File: config.mk
export PLATFORM = sky130hd
export DESIGN_NAME = board_io_top
export DESIGN_NICKNAME = d
export VERILOG_FILES = /design/src/verilog/board_io_pkg.sv /design/src/verilog/activity_if.sv /design/src/verilog/joy_serial_reader.sv /design/src/verilog/activity_sync.sv /design/src/verilog/activity_leds.sv /design/src/verilog/i2s_transmitter.sv /design/src/verilog/board_io_top.sv
export SDC_FILE = /design/constraint.sdc
export NUM_CORES = 1
export LEC_CHECK = 0
export BUFFER_PORTS_ARGS = -buffer_cell sky130_fd_sc_hd__buf_4
export CORE_MARGIN = 3
export CORE_UTILIZATION = 60
export CTS_CLUSTER_DIAMETER = 50
export DETAILED_ROUTE_END_ITERATION = 6
export PLACE_DENSITY = 0.84
export SYNTH_ARGS = -nofsm -noshare
export SYNTH_HDL_FRONTEND = slang
export SYNTH_SLANG_ARGS = --single-unit
export TNS_END_PERCENT = 1
File: constraint.sdc
create_clock -name clk_28 -period 7.8 [get_ports clk_28]
set_clock_uncertainty 0.05 [all_clocks]
set_input_delay 0.39 -clock clk_28 [delete_from_list [all_inputs] [get_ports clk_28]]
set_output_delay 0.39 -clock clk_28 [all_outputs]
set_load 0.005 [all_outputs]
File: src/verilog/board_io_pkg.sv
//////////////////////////////////////////////////
// shared types and constants of the board io block
// joystick chain steps and state struct
// i2s sample and word types, slot enum
// default divider and led hold settings
//////////////////////////////////////////////////

package board_io_pkg;

  //////////////////////////////////////////////////
  // widths
  localparam int AUDIO_SAMPLE_W = 15;           // chipset dac sample
  localparam int I2S_WORD_W     = 16;           // one i2s channel word
  localparam int JOY_STEP_W     = 4;            // chain step counter

  typedef logic [AUDIO_SAMPLE_W-1:0] audio_sample_t; // offset binary
  typedef logic [I2S_WORD_W-1:0]     i2s_word_t;     // two's complement, msb first

  //////////////////////////////////////////////////
  // joystick chain
  typedef struct packed {
    logic fire2;                                // all active low from chain
    logic fire1;
    logic up;
    logic down;
    logic left;
    logic right;
  } joy_state_t;

  typedef logic [7:0] joy_port_t;               // {2'b00, joy_state_t}

  typedef enum logic [1:0] {
    phase_load,                                 // step 0, load pulse low
    phase_skip,                                 // step 1, nothing valid yet
    phase_capture,                              // steps 2..13
    phase_idle                                  // step 14, end of frame
  } joy_phase_e;

  localparam int JOY_FRAME_STEPS     = 15;      // steps per chain frame
  localparam int JOY_CAP_FIRST       = 2;       // first capture step
  localparam int JOY_BITS_PER_PLAYER = 6;       // fire2 fire1 right left down up

  //////////////////////////////////////////////////
  // i2s slots
  typedef enum logic {
    slot_left,                                  // lrclk low
    slot_right                                  // lrclk high
  } i2s_slot_e;

  // defaults for the top level parameters
  localparam int JOY_DIV_BITS_DEFAULT = 3;      // joy_clk = clk_28 / 8
  localparam int SCLK_DIV_DEFAULT     = 4;      // clk_28 cycles per sclk half period
  localparam int LED_HOLD_DEFAULT     = 2**20;  // about 36 ms at 28 MHz

endpackage

File: src/verilog/activity_if.sv
//////////////////////////////////////////////////
// disk activity pulses between sync and led logic
//////////////////////////////////////////////////

`timescale 1ns/1ps

interface activity_if;

  logic floppy_wr_pulse;                        // one clk_28 cycle each
  logic floppy_rd_pulse;
  logic hd_wr_pulse;
  logic hd_rd_pulse;

  modport src (
    output floppy_wr_pulse, floppy_rd_pulse, hd_wr_pulse, hd_rd_pulse
  );

  modport dst (
    input  floppy_wr_pulse, floppy_rd_pulse, hd_wr_pulse, hd_rd_pulse
  );

endinterface

File: src/verilog/joy_serial_reader.sv
//////////////////////////////////////////////////
// serial joystick chain reader
// makes joy_clk and joy_load for the shift chain
// captures both players bit by bit, active low
//////////////////////////////////////////////////

`timescale 1ns/1ps

module joy_serial_reader #(
  parameter int JOY_DIV_BITS = board_io_pkg::JOY_DIV_BITS_DEFAULT
) (
  input  logic                    clk_28,
  input  logic                    rst_n,
  input  logic                    joy_data,
  output logic                    joy_clk,
  output logic                    joy_load,
  output board_io_pkg::joy_state_t joy_p1,
  output board_io_pkg::joy_state_t joy_p2
);

  import board_io_pkg::*;

  localparam logic [JOY_STEP_W-1:0] LAST_STEP = JOY_STEP_W'(JOY_FRAME_STEPS - 1);
  localparam logic [JOY_STEP_W-1:0] CAP_FIRST = JOY_STEP_W'(JOY_CAP_FIRST);
  localparam logic [JOY_STEP_W-1:0] CAP_LAST  =
    JOY_STEP_W'(JOY_CAP_FIRST + 2 * JOY_BITS_PER_PLAYER - 1);
  localparam logic [JOY_STEP_W-1:0] PER_PLAYER = JOY_STEP_W'(JOY_BITS_PER_PLAYER);

  logic [JOY_DIV_BITS-1:0] div_cnt;             // free running chain divider
  logic [JOY_DIV_BITS-1:0] div_next;
  logic                    rise_tick;           // joy_clk rises at this edge
  logic [JOY_STEP_W-1:0]   step;                // 0..14
  logic [JOY_STEP_W-1:0]   step_next;
  logic [JOY_STEP_W-1:0]   cap_idx;             // 0..11 over both players
  joy_phase_e              phase;
  logic                    sample_bit;          // joy_data taken at the rise
  logic                    sample_pending;

  // step number to chain phase
  function automatic joy_phase_e phase_of(input logic [JOY_STEP_W-1:0] s);
    if (s == '0)
      return phase_load;
    else if (s < CAP_FIRST)
      return phase_skip;
    else if (s <= CAP_LAST)
      return phase_capture;
    else
      return phase_idle;
  endfunction

  // chain order per player: fire2 fire1 right left down up
  function automatic joy_state_t put_bit(input joy_state_t js,
                                         input logic [JOY_STEP_W-1:0] field,
                                         input logic b);
    joy_state_t r;
    r = js;
    case (field)
      4'd0:    r.fire2 = b;
      4'd1:    r.fire1 = b;
      4'd2:    r.right = b;
      4'd3:    r.left  = b;
      4'd4:    r.down  = b;
      default: r.up    = b;
    endcase
    return r;
  endfunction

  assign div_next  = div_cnt + 1'b1;
  assign rise_tick = div_next[JOY_DIV_BITS-1] & ~div_cnt[JOY_DIV_BITS-1]; // msb 0 -> 1
  assign step_next = (step == LAST_STEP) ? '0 : step + 1'b1;
  assign cap_idx   = step - CAP_FIRST;

  assign joy_clk  = div_cnt[JOY_DIV_BITS-1];    // top bit of the divider
  assign joy_load = (phase != phase_load);      // low only in step 0

  //////////////////////////////////////////////////
  // divider, step counter and phase
  always_ff @(posedge clk_28 or negedge rst_n) begin
    if (!rst_n) begin
      div_cnt        <= '0;
      step           <= LAST_STEP;              // first rise starts step 0
      phase          <= phase_idle;
      sample_pending <= 1'b0;
    end else begin
      div_cnt        <= div_next;
      sample_pending <= rise_tick;              // commit one cycle later
      if (rise_tick) begin
        step  <= step_next;
        phase <= phase_of(step_next);
      end
    end
  end

  always_ff @(posedge clk_28) begin
    if (rise_tick)
      sample_bit <= joy_data;                   // bit for the step that starts now
  end

  //////////////////////////////////////////////////
  // route the sampled bit to its player
  always_ff @(posedge clk_28 or negedge rst_n) begin
    if (!rst_n) begin
      joy_p1 <= '1;                             // released
      joy_p2 <= '1;
    end else if (sample_pending && phase == phase_capture) begin
      if (cap_idx < PER_PLAYER)
        joy_p1 <= put_bit(joy_p1, cap_idx, sample_bit);
      else
        joy_p2 <= put_bit(joy_p2, cap_idx - PER_PLAYER, sample_bit);
    end
  end

endmodule

File: src/verilog/activity_sync.sv
//////////////////////////////////////////////////
// disk activity strobe synchronizer
// two flop sync plus rising edge pulse per strobe
//////////////////////////////////////////////////

`timescale 1ns/1ps

module activity_sync (
  input  logic clk_28,
  input  logic rst_n,
  input  logic floppy_wr,
  input  logic floppy_rd,
  input  logic hd_wr,
  input  logic hd_rd,
  activity_if.src act
);

  localparam int FWR = 3;                       // bit positions in the vectors
  localparam int FRD = 2;
  localparam int HWR = 1;
  localparam int HRD = 0;

  logic [3:0] strobe_in;                        // foreign clock domain
  logic [3:0] sync_1;                           // metastability stage
  logic [3:0] sync_2;
  logic [3:0] edge_q;                           // previous synced level
  logic [3:0] pulse_q;                          // one cycle rising edge

  assign strobe_in = {floppy_wr, floppy_rd, hd_wr, hd_rd};

  always_ff @(posedge clk_28 or negedge rst_n) begin
    if (!rst_n) begin
      sync_1  <= '0;
      sync_2  <= '0;
      edge_q  <= '0;
      pulse_q <= '0;
    end else begin
      sync_1  <= strobe_in;
      sync_2  <= sync_1;
      edge_q  <= sync_2;
      pulse_q <= sync_2 & ~edge_q;              // low to high only
    end
  end

  assign act.floppy_wr_pulse = pulse_q[FWR];
  assign act.floppy_rd_pulse = pulse_q[FRD];
  assign act.hd_wr_pulse     = pulse_q[HWR];
  assign act.hd_rd_pulse     = pulse_q[HRD];

endmodule

File: src/verilog/activity_leds.sv
//////////////////////////////////////////////////
// floppy and hard disk activity leds
// each pulse reloads a hold counter, led on while nonzero
//////////////////////////////////////////////////

`timescale 1ns/1ps

module activity_leds #(
  parameter int LED_HOLD_CYCLES = board_io_pkg::LED_HOLD_DEFAULT
) (
  input  logic    clk_28,
  input  logic    rst_n,
  activity_if.dst act,
  output logic    led_floppy,
  output logic    led_hd
);

  localparam int               CNT_W     = $clog2(LED_HOLD_CYCLES + 1);
  localparam logic [CNT_W-1:0] HOLD_LOAD = CNT_W'(LED_HOLD_CYCLES);
  localparam int               N_LEDS    = 2;
  localparam int               LED_FD    = 0;   // counter index floppy
  localparam int               LED_HDD   = 1;   // counter index hard disk

  logic [N_LEDS-1:0] hit;                       // any activity this cycle
  logic [CNT_W-1:0]  hold_cnt [N_LEDS];

  // reads and writes light the same led
  assign hit[LED_FD]  = act.floppy_wr_pulse | act.floppy_rd_pulse;
  assign hit[LED_HDD] = act.hd_wr_pulse | act.hd_rd_pulse;

  //////////////////////////////////////////////////
  // hold counters
  always_ff @(posedge clk_28 or negedge rst_n) begin
    if (!rst_n) begin
      for (int i = 0; i < N_LEDS; i++)
        hold_cnt[i] <= '0;
    end else begin
      for (int i = 0; i < N_LEDS; i++) begin
        if (hit[i])
          hold_cnt[i] <= HOLD_LOAD;             // retrigger extends the hold
        else if (hold_cnt[i] != '0)
          hold_cnt[i] <= hold_cnt[i] - 1'b1;
      end
    end
  end

  assign led_floppy = |hold_cnt[LED_FD];        // active high leds
  assign led_hd     = |hold_cnt[LED_HDD];

endmodule

File: src/verilog/i2s_transmitter.sv
//////////////////////////////////////////////////
// i2s transmitter for the audio dac
// bit and word clocks divided from clk_28
// 15 bit offset binary samples sent as 16 bit words
//////////////////////////////////////////////////

`timescale 1ns/1ps

module i2s_transmitter #(
  parameter int SCLK_DIV = board_io_pkg::SCLK_DIV_DEFAULT
) (
  input  logic                       clk_28,
  input  logic                       rst_n,
  input  board_io_pkg::audio_sample_t audio_left,
  input  board_io_pkg::audio_sample_t audio_right,
  output logic                       sclk,
  output logic                       lrclk,
  output logic                       sdin
);

  import board_io_pkg::*;

  localparam int DIV_W = $clog2(SCLK_DIV + 1);
  localparam int BIT_W = $clog2(2 * I2S_WORD_W); // sclk periods per frame

  logic [DIV_W-1:0] div_cnt;                    // half period counter
  logic             div_end;
  logic             sclk_q;
  logic             sclk_fall;                  // sclk goes low at this edge
  logic [BIT_W-1:0] bit_cnt;                    // position in the 32 bit frame
  logic [BIT_W-1:0] bit_next;
  logic             slot_start;                 // lrclk changes now
  i2s_slot_e        slot;
  i2s_word_t        shreg;                      // outgoing word
  i2s_word_t        right_hold;                 // right word latched with left
  logic             sdin_q;

  // offset binary to two's complement, zero pad lsb
  function automatic i2s_word_t to_word(input audio_sample_t s);
    return {~s[AUDIO_SAMPLE_W-1], s[AUDIO_SAMPLE_W-2:0], 1'b0};
  endfunction

  assign div_end    = (div_cnt == DIV_W'(SCLK_DIV - 1));
  assign sclk_fall  = div_end & sclk_q;
  assign bit_next   = bit_cnt + 1'b1;
  assign slot_start = (bit_next[BIT_W-2:0] == '0);

  //////////////////////////////////////////////////
  // bit clock
  always_ff @(posedge clk_28 or negedge rst_n) begin
    if (!rst_n) begin
      div_cnt <= '0;
      sclk_q  <= 1'b0;
    end else if (div_end) begin
      div_cnt <= '0;
      sclk_q  <= ~sclk_q;
    end else begin
      div_cnt <= div_cnt + 1'b1;
    end
  end

  //////////////////////////////////////////////////
  // word clock and data, all on sclk falling edges
  always_ff @(posedge clk_28 or negedge rst_n) begin
    if (!rst_n) begin
      bit_cnt <= '1;                            // first fall opens a left slot
      slot    <= slot_left;
      shreg   <= '0;
      sdin_q  <= 1'b0;
    end else if (sclk_fall) begin
      bit_cnt <= bit_next;
      slot    <= bit_next[BIT_W-1] ? slot_right : slot_left;
      sdin_q  <= shreg[I2S_WORD_W-1];           // lsb of old word on slot change
      if (slot_start) begin
        if (!bit_next[BIT_W-1])
          shreg <= to_word(audio_left);         // frame start, lrclk falls
        else
          shreg <= right_hold;
      end else begin
        shreg <= shreg << 1;
      end
    end
  end

  // right sample taken at the same lrclk fall as the left one
  always_ff @(posedge clk_28) begin
    if (sclk_fall && bit_next == '0)
      right_hold <= to_word(audio_right);
  end

  assign sclk  = sclk_q;
  assign lrclk = (slot == slot_right);          // low for left
  assign sdin  = sdin_q;

endmodule

File: src/verilog/board_io_top.sv
//////////////////////////////////////////////////
// board io top level
// joystick chain, disk activity leds, i2s dac output
// joystick ports swapped as on the board
//////////////////////////////////////////////////

`timescale 1ns/1ps

module board_io_top #(
  parameter int JOY_DIV_BITS    = board_io_pkg::JOY_DIV_BITS_DEFAULT,
  parameter int SCLK_DIV        = board_io_pkg::SCLK_DIV_DEFAULT,
  parameter int LED_HOLD_CYCLES = board_io_pkg::LED_HOLD_DEFAULT
) (
  input  logic                        clk_28,
  input  logic                        rst_n,
  // joystick chain
  input  logic                        joy_data,
  output logic                        joy_clk,
  output logic                        joy_load,
  output board_io_pkg::joy_port_t     joy1_port,   // mouse port byte
  output board_io_pkg::joy_port_t     joy2_port,   // joystick port byte
  // disk activity strobes, other clock domain
  input  logic                        floppy_wr,
  input  logic                        floppy_rd,
  input  logic                        hd_wr,
  input  logic                        hd_rd,
  output logic                        led_floppy,
  output logic                        led_hd,
  // audio
  input  board_io_pkg::audio_sample_t audio_left,
  input  board_io_pkg::audio_sample_t audio_right,
  output logic                        sclk,
  output logic                        lrclk,
  output logic                        sdin
);

  import board_io_pkg::*;

  joy_state_t joy_p1;                           // first player on the chain
  joy_state_t joy_p2;

  activity_if act_if ();

  //////////////////////////////////////////////////
  // input side
  joy_serial_reader #(
    .JOY_DIV_BITS (JOY_DIV_BITS)
  ) joy_serial_reader_inst (
    .clk_28   (clk_28),
    .rst_n    (rst_n),
    .joy_data (joy_data),
    .joy_clk  (joy_clk),
    .joy_load (joy_load),
    .joy_p1   (joy_p1),
    .joy_p2   (joy_p2)
  );

  assign joy1_port = {2'b00, joy_p2};           // player two on port 1
  assign joy2_port = {2'b00, joy_p1};           // player one on port 2

  activity_sync activity_sync_inst (
    .clk_28    (clk_28),
    .rst_n     (rst_n),
    .floppy_wr (floppy_wr),
    .floppy_rd (floppy_rd),
    .hd_wr     (hd_wr),
    .hd_rd     (hd_rd),
    .act       (act_if.src)
  );

  // leds and dac
  activity_leds #(
    .LED_HOLD_CYCLES (LED_HOLD_CYCLES)
  ) activity_leds_inst (
    .clk_28     (clk_28),
    .rst_n      (rst_n),
    .act        (act_if.dst),
    .led_floppy (led_floppy),
    .led_hd     (led_hd)
  );

  i2s_transmitter #(
    .SCLK_DIV (SCLK_DIV)
  ) i2s_transmitter_inst (
    .clk_28      (clk_28),
    .rst_n       (rst_n),
    .audio_left  (audio_left),
    .audio_right (audio_right),
    .sclk        (sclk),
    .lrclk       (lrclk),
    .sdin        (sdin)
  );

endmodule

# Yosys cells after proc, flatten, opt, wreduce, memory -nomap -nowiden
# Cells that the tools add are included.
dict set report classes {
  reduce_logical 28
  magnitude_cmp 3
  n_bitwise 13
  n_addsub 8
  mux 12
  n_eq_ne 11
}
# operator count
set ops {}
lappend ops {{21-bit two-way mux} 4}
lappend ops {{21-bit nonzero test} 2}
lappend ops {{21-bit OR reduction} 2}
lappend ops {{21-bit by 1-bit subtractor with 21-bit output, second input constant} 2}
lappend ops {{3-bit AND reduction} 12}
lappend ops {{16-bit two-way mux} 2}
lappend ops {{4-bit by 2-bit == test with 1-bit output, second input constant} 4}
lappend ops {{4-bit zero test} 4}
lappend ops {{5-bit OR reduction} 2}
lappend ops {{4-bit by 1-bit == test with 1-bit output, second input constant} 2}
lappend ops {{4-bit by 3-bit == test with 1-bit output, second input constant} 2}
lappend ops {{1-bit inverter} 7}
lappend ops {{3-bit by 1-bit adder with 3-bit output, second input constant} 2}
lappend ops {{2-bit nonzero test} 3}
lappend ops {{5-bit by 1-bit adder with 5-bit output, second input constant} 1}
lappend ops {{5-bit zero test} 1}
lappend ops {{4-bit by 1-bit adder with 4-bit output, second input constant} 1}
lappend ops {{4-bit bitwise AND} 1}
lappend ops {{4-bit == test, second input constant} 1}
lappend ops {{4-bit <= comparator, second input constant} 1}
lappend ops {{4-bit by 2-bit less-than comparator with 1-bit output, second input constant} 1}
lappend ops {{4-bit by 3-bit less-than comparator with 1-bit output, second input constant} 1}
lappend ops {{2-bit two-way mux} 2}
lappend ops {{4-bit two-way mux} 1}
lappend ops {{other kinds (10)} 14}
dict set report word_totals {
  reg_bits 123
  word_cells 105
  input_bits 37
  out_inout_bits 23
}

# Logic depth before layout (Yosys ltp)
dict set report logic_depth {
  word_depth 6
  ltp_mapped 8
  mapped_depth_nobuf 8
}

# By module
# From an unflattened synthesis, not the netlist that was laid out.
dict set report unflattened {
  hier_cells 530
  hier_area_um2 5869.4
}
# mod area_per_inst_um2 seq_area_each_um2 n_inst cells_each
set modules_own_cells {}
lappend modules_own_cells {activity_leds 2321.0 1051.0 1 250}
lappend modules_own_cells {i2s_transmitter 1856.8 1107.3 1 145}
lappend modules_own_cells {joy_serial_reader 1202.4 601.8 1 110}
lappend modules_own_cells {activity_sync 455.4 400.4 1 20}
lappend modules_own_cells {board_io_top 33.8 0.0 1 5}

# Worst setup path after synthesis
# Ideal clock, no wire load.
dict set report synth_timing {
  path_kind {reg-to-reg}
  from {register i2s_transmitter_inst.bit_cnt[0]}
  to {register i2s_transmitter_inst.right_hold[10] (enable)}
  t_arrival_ps 2161
  stages_incl_launch_ff 7
  path_buffers 1
  slack_ps 5217
  setup_time_ps 372
  cell_sequence {dfstp_2 -> ha_1 -> and2_1 -> a21oi_1 -> o32ai_4 -> buf_2 -> and3_1}
}
dict set report synth_via {
  elab_chain_cells 3
}
# element line_no
set synth_rtl {}
lappend synth_rtl {{start: declaration} i2s_transmitter.sv:30} ;# logic [BIT_W-1:0] bit_cnt;
lappend synth_rtl {{start signal: assignment} i2s_transmitter.sv:71} ;# bit_cnt <= bit_next;
lappend synth_rtl {{5-bit by 1-bit adder with 5-bit output} i2s_transmitter.sv:45} ;# assign bit_next = bit_cnt + 1'b1;
lappend synth_rtl {{5-bit zero test} i2s_transmitter.sv:87} ;# if (sclk_fall && bit_next == '0)
lappend synth_rtl {{1-bit logical AND} i2s_transmitter.sv:87}
lappend synth_rtl {{end signal: assignment} i2s_transmitter.sv:88} ;# right_hold <= to_word(audio_right);
lappend synth_rtl {{end: declaration} i2s_transmitter.sv:35} ;# i2s_word_t right_hold;
# Every way passes these cells.
# A chain may end at the register's enable or synchronous reset.

# Final worst setup path
dict set report layout_timing {
  from {register i2s_transmitter_inst.bit_cnt[0]}
  to {register i2s_transmitter_inst.right_hold[13] (enable)}
}
# The elaborated chain is that of the path after synthesis.

==> flow_summary_export.csv <==
group,metric,value,unit
layout,regArea,0.003161,sq mm
floorplan,die_h,104.0,um
route,wl_per_cell,17.72,um
floorplan,die-area,0.01081,sq mm
layout,area_delta_synth_final,22.10,%
sta,max_clock_freq,324.0,MHz
sta,rsz0062_at_grt,"false",
logic_synthesis,synth.ff_latch_count,122,
global_routing,grt_pass1_vias,4599,
route,top_layer,"met4",
logic_synthesis,synthFlopType,"dfrtp_1",
cts,clkLatencyLatePin,510,ps
setup_path,cpLargestDelayFamily,"simple AND/OR/NAND/NOR gates",
logic_synthesis,synth_async_sr_flop_share,0.8689,
logic_synthesis,yosysTopAreaCell,"dfrtp_1",
layout,fillers,574,
sta,hold_viol,0,
cts,cts.path.max_buffers,2,
route,wirelength_met1,5.134,mm
setup_path,required,7890,ps
floorplan,num_rows,35,
logic_synthesis,yosysTopAreaCellShare,0.3651,
power,ir_worst_vdd,0.2110,mV
setup_path,critPathMaxStageDelay,850,ps
sta,drv_slew,0,
cts,clk_pin_slew,60,ps
cts,ctsResizeCount,0,
logic_synthesis,syn_area_per_cell,10.88,sq um
layout,fin_nets,652,
setup_path,crit_path_cell_trace,"ha_1 -> nand3_1 -> xor2_2 -> and3_1",
placement,place_ws,4860,ps
cts,cts_tree,"yes",
setup_path,startpoint_type,"flop",
floorplan,initial_core_util,0.6202,
power,cellPowerDensity,313.9,mW/mm^2
logic_synthesis,ys_seq_area_frac,0.5489,
sta,tightestPinTransition,1091,ps
placement,port_buffers,55,
sta,fin_ws,4714,ps
cts,cts.sinks,122,
placement,place.gp.congestion,0.8516,
cts,ctsRootBufferMaster,"clkbuf_8",
job,max_cap_violations,0,
floorplan,core-area,0.009284,sq mm
setup_path,cp_num_buf_inv,0,
sta,setup_viol,0,
placement,dp_hpwl,7.485,mm
layout,drive_gt1_frac,0.2468,
global_routing,grt_max_degree,88,
cts,htreeDepth,4,
floorplan,io_pins,60,
setup_path,path_max_fanout,18,
logic_synthesis,yosys-top-cells-count,"dfrtp_1, nor2_1, nand2_1, o21ai_0, mux2_2",
min_path,hp-class,"input pin to flop",
route,via_per_inst,5.808,
setup_path,crit_path_end_kind,"flop",
logic_synthesis,ys_types,54,
route,wl_met3,678,um
global_routing,grt_pass1_wl,22.30,mm
global_routing,antenna_found_initial,0,
sta,slew_headroom,0.2725,
cts,cts_buffers,17,
power,cellLeakagePower,3.049,nW
route,first_pass_iters,4,
global_routing,grt.overflow.total,0,
logic_synthesis,post-synth-top-count-cell,"dfrtp_1",
route,drt_iter0_markers,257,
route,drtAntennaViolNets,0,
sta,finalSetupTns,0,ps
sta,post-route-period-util,0.3957,
logic_synthesis,ys_warn_count,0,
route,vias,4327,
status,status,"complete, no violations",
logic_synthesis,syn_area,0.005758,sq mm
global_routing,grtUsageTotal,0.2579,
floorplan,die_w,104.0,um
route,wl_met2,7.049,mm
setup_path,worstSetupPathType,"flop to flop",
setup_path,cp_slowest_cell,"xor2_2",
sta,min_period,3086,ps
logic_synthesis,synth-edff-count,16,
logic_synthesis,syn_inst,529,
layout,multi_input_area,0.002434,sq mm
setup_path,arrival,3180,ps
layout,antenna_cells,0,
route,drcViolationCount,0,
logic_synthesis,synth_area_leaders,"dfrtp_1, dfstp_2, edfxtp_1",
route,wirelength,13.20,mm
metrics by stage:
stage / cell area (sq um) / std cells / hold WS [ps] / total power, mW / util
detailed placement: 6240 / 693 / 234.9 / 1.414 / 0.6721
finish: 7030 / 745 / 106.8 / 2.207 / 0.7573
global placement: 6240 / 693 / 229.8 / 1.376 / 0.6721
CTS: 7030 / 745 / 56.74 / 2.215 / 0.7573
global route: 7030 / 745 / 91.37 / 2.341 / 0.7573
floorplan: 5769 / 532 / 44.41 / 1.271 / -
kinds of logic (layout without fill, tap and decap cells):
group                      count (synthesis)  in the layout  share of synthesized area
muxes                                     42             42                    0.07866
other                                      1              4                  0.0006513
DFF                                      122            122                     0.5489
adders and majority gates                 12             12                    0.02607
and+or+nand+nor                          199            199                     0.1795
buffers and inverters                     41            125                    0.03042
xor gates and xnor gates                  31             31                    0.04846
AOI/OAI and AO/OA                         81             81                    0.08735
sequential cells by signal, indices dropped and copies added, names as in the netlist, 5 cells and up:
signal,flops
i2s_transmitter_inst.bit_cnt,5
i2s_transmitter_inst.shreg,15
joy_serial_reader_inst.joy_p2,6
i2s_transmitter_inst.right_hold,15
activity_leds_inst.hold_cnt,42
joy_serial_reader_inst.joy_p1,6
routing by layer:
| metal | vias up | global-route usage |
|---|---|---|
| met5 | - | 0 |
| met4 | 0 | 0.1035 |
| met3 | 34 | 0.06642 |
| met2 | 152 | 0.4596 |
| met1 | 2128 | 0.2958 |
| li1 | 2013 | - |
power by group:
part	internal (mW)	switching, mW	total [mW]
logic	0.235	0.339	0.574
registers	0.737	0.114	0.851
clock network	0.488	0.293	0.781
layout by cell type (no fill, tap or decap), types with 5 or more instances in the layout:
master	n
nor2b_1	7
o211ai_1	5
o21ai_0	29
edfxtp_1	16
nand3_1	15
nand2_1	50
dlygate4sd3_1	20
clkbuf_16	16
a21oi_1	21
o31ai_1	10
nor3_1	12
or2_2	5
inv_1	17
dfstp_2	22
or4_1	7
mux2_2	26
nor2_1	53
or3_1	8
xnor2_1	12
mux2i_1	16
clkinv_4	6
nand4_1	7
xor2_1	18
buf_4	56
ha_1	12
dfrtp_1	84
nor4_1	8
worst paths after layout:
kind                                                 startpoint                                  end  slack [ps]  cells after the start
min in group asynchronous                                 rst_n      activity_leds_inst.hold_cnt[33]         250                      2
worst max-delay path            i2s_transmitter_inst.bit_cnt[0]  i2s_transmitter_inst.right_hold[13]        4710                      4
worst min register to register     activity_sync_inst.sync_1[1]         activity_sync_inst.sync_2[1]         310                      0
max in group asynchronous                                 rst_n      activity_leds_inst.hold_cnt[18]        6090                      3
worst max register to register  i2s_transmitter_inst.bit_cnt[0]  i2s_transmitter_inst.right_hold[13]        4710                      4
worst min-delay path                            audio_right[14]  i2s_transmitter_inst.right_hold[15]         110                      2
final cells by class:
cell class / instances / share of cell area
clock buffer: 18 / 0.05944
clock inverter: 14 / 0.02456
inverter: 17 / 0.009076
multi-input combinational: 369 / 0.3461
sequential: 122 / 0.4495
tap: 129 / 0.02296
timing repair buffer: 76 / 0.08827
repair_timing:
item,4_1_cts,5_1_grt
endpoints found under the hold margin,38,0
hold buffers,20,0
buffers inserted,0,0
(Power assumes the default switching activity.)
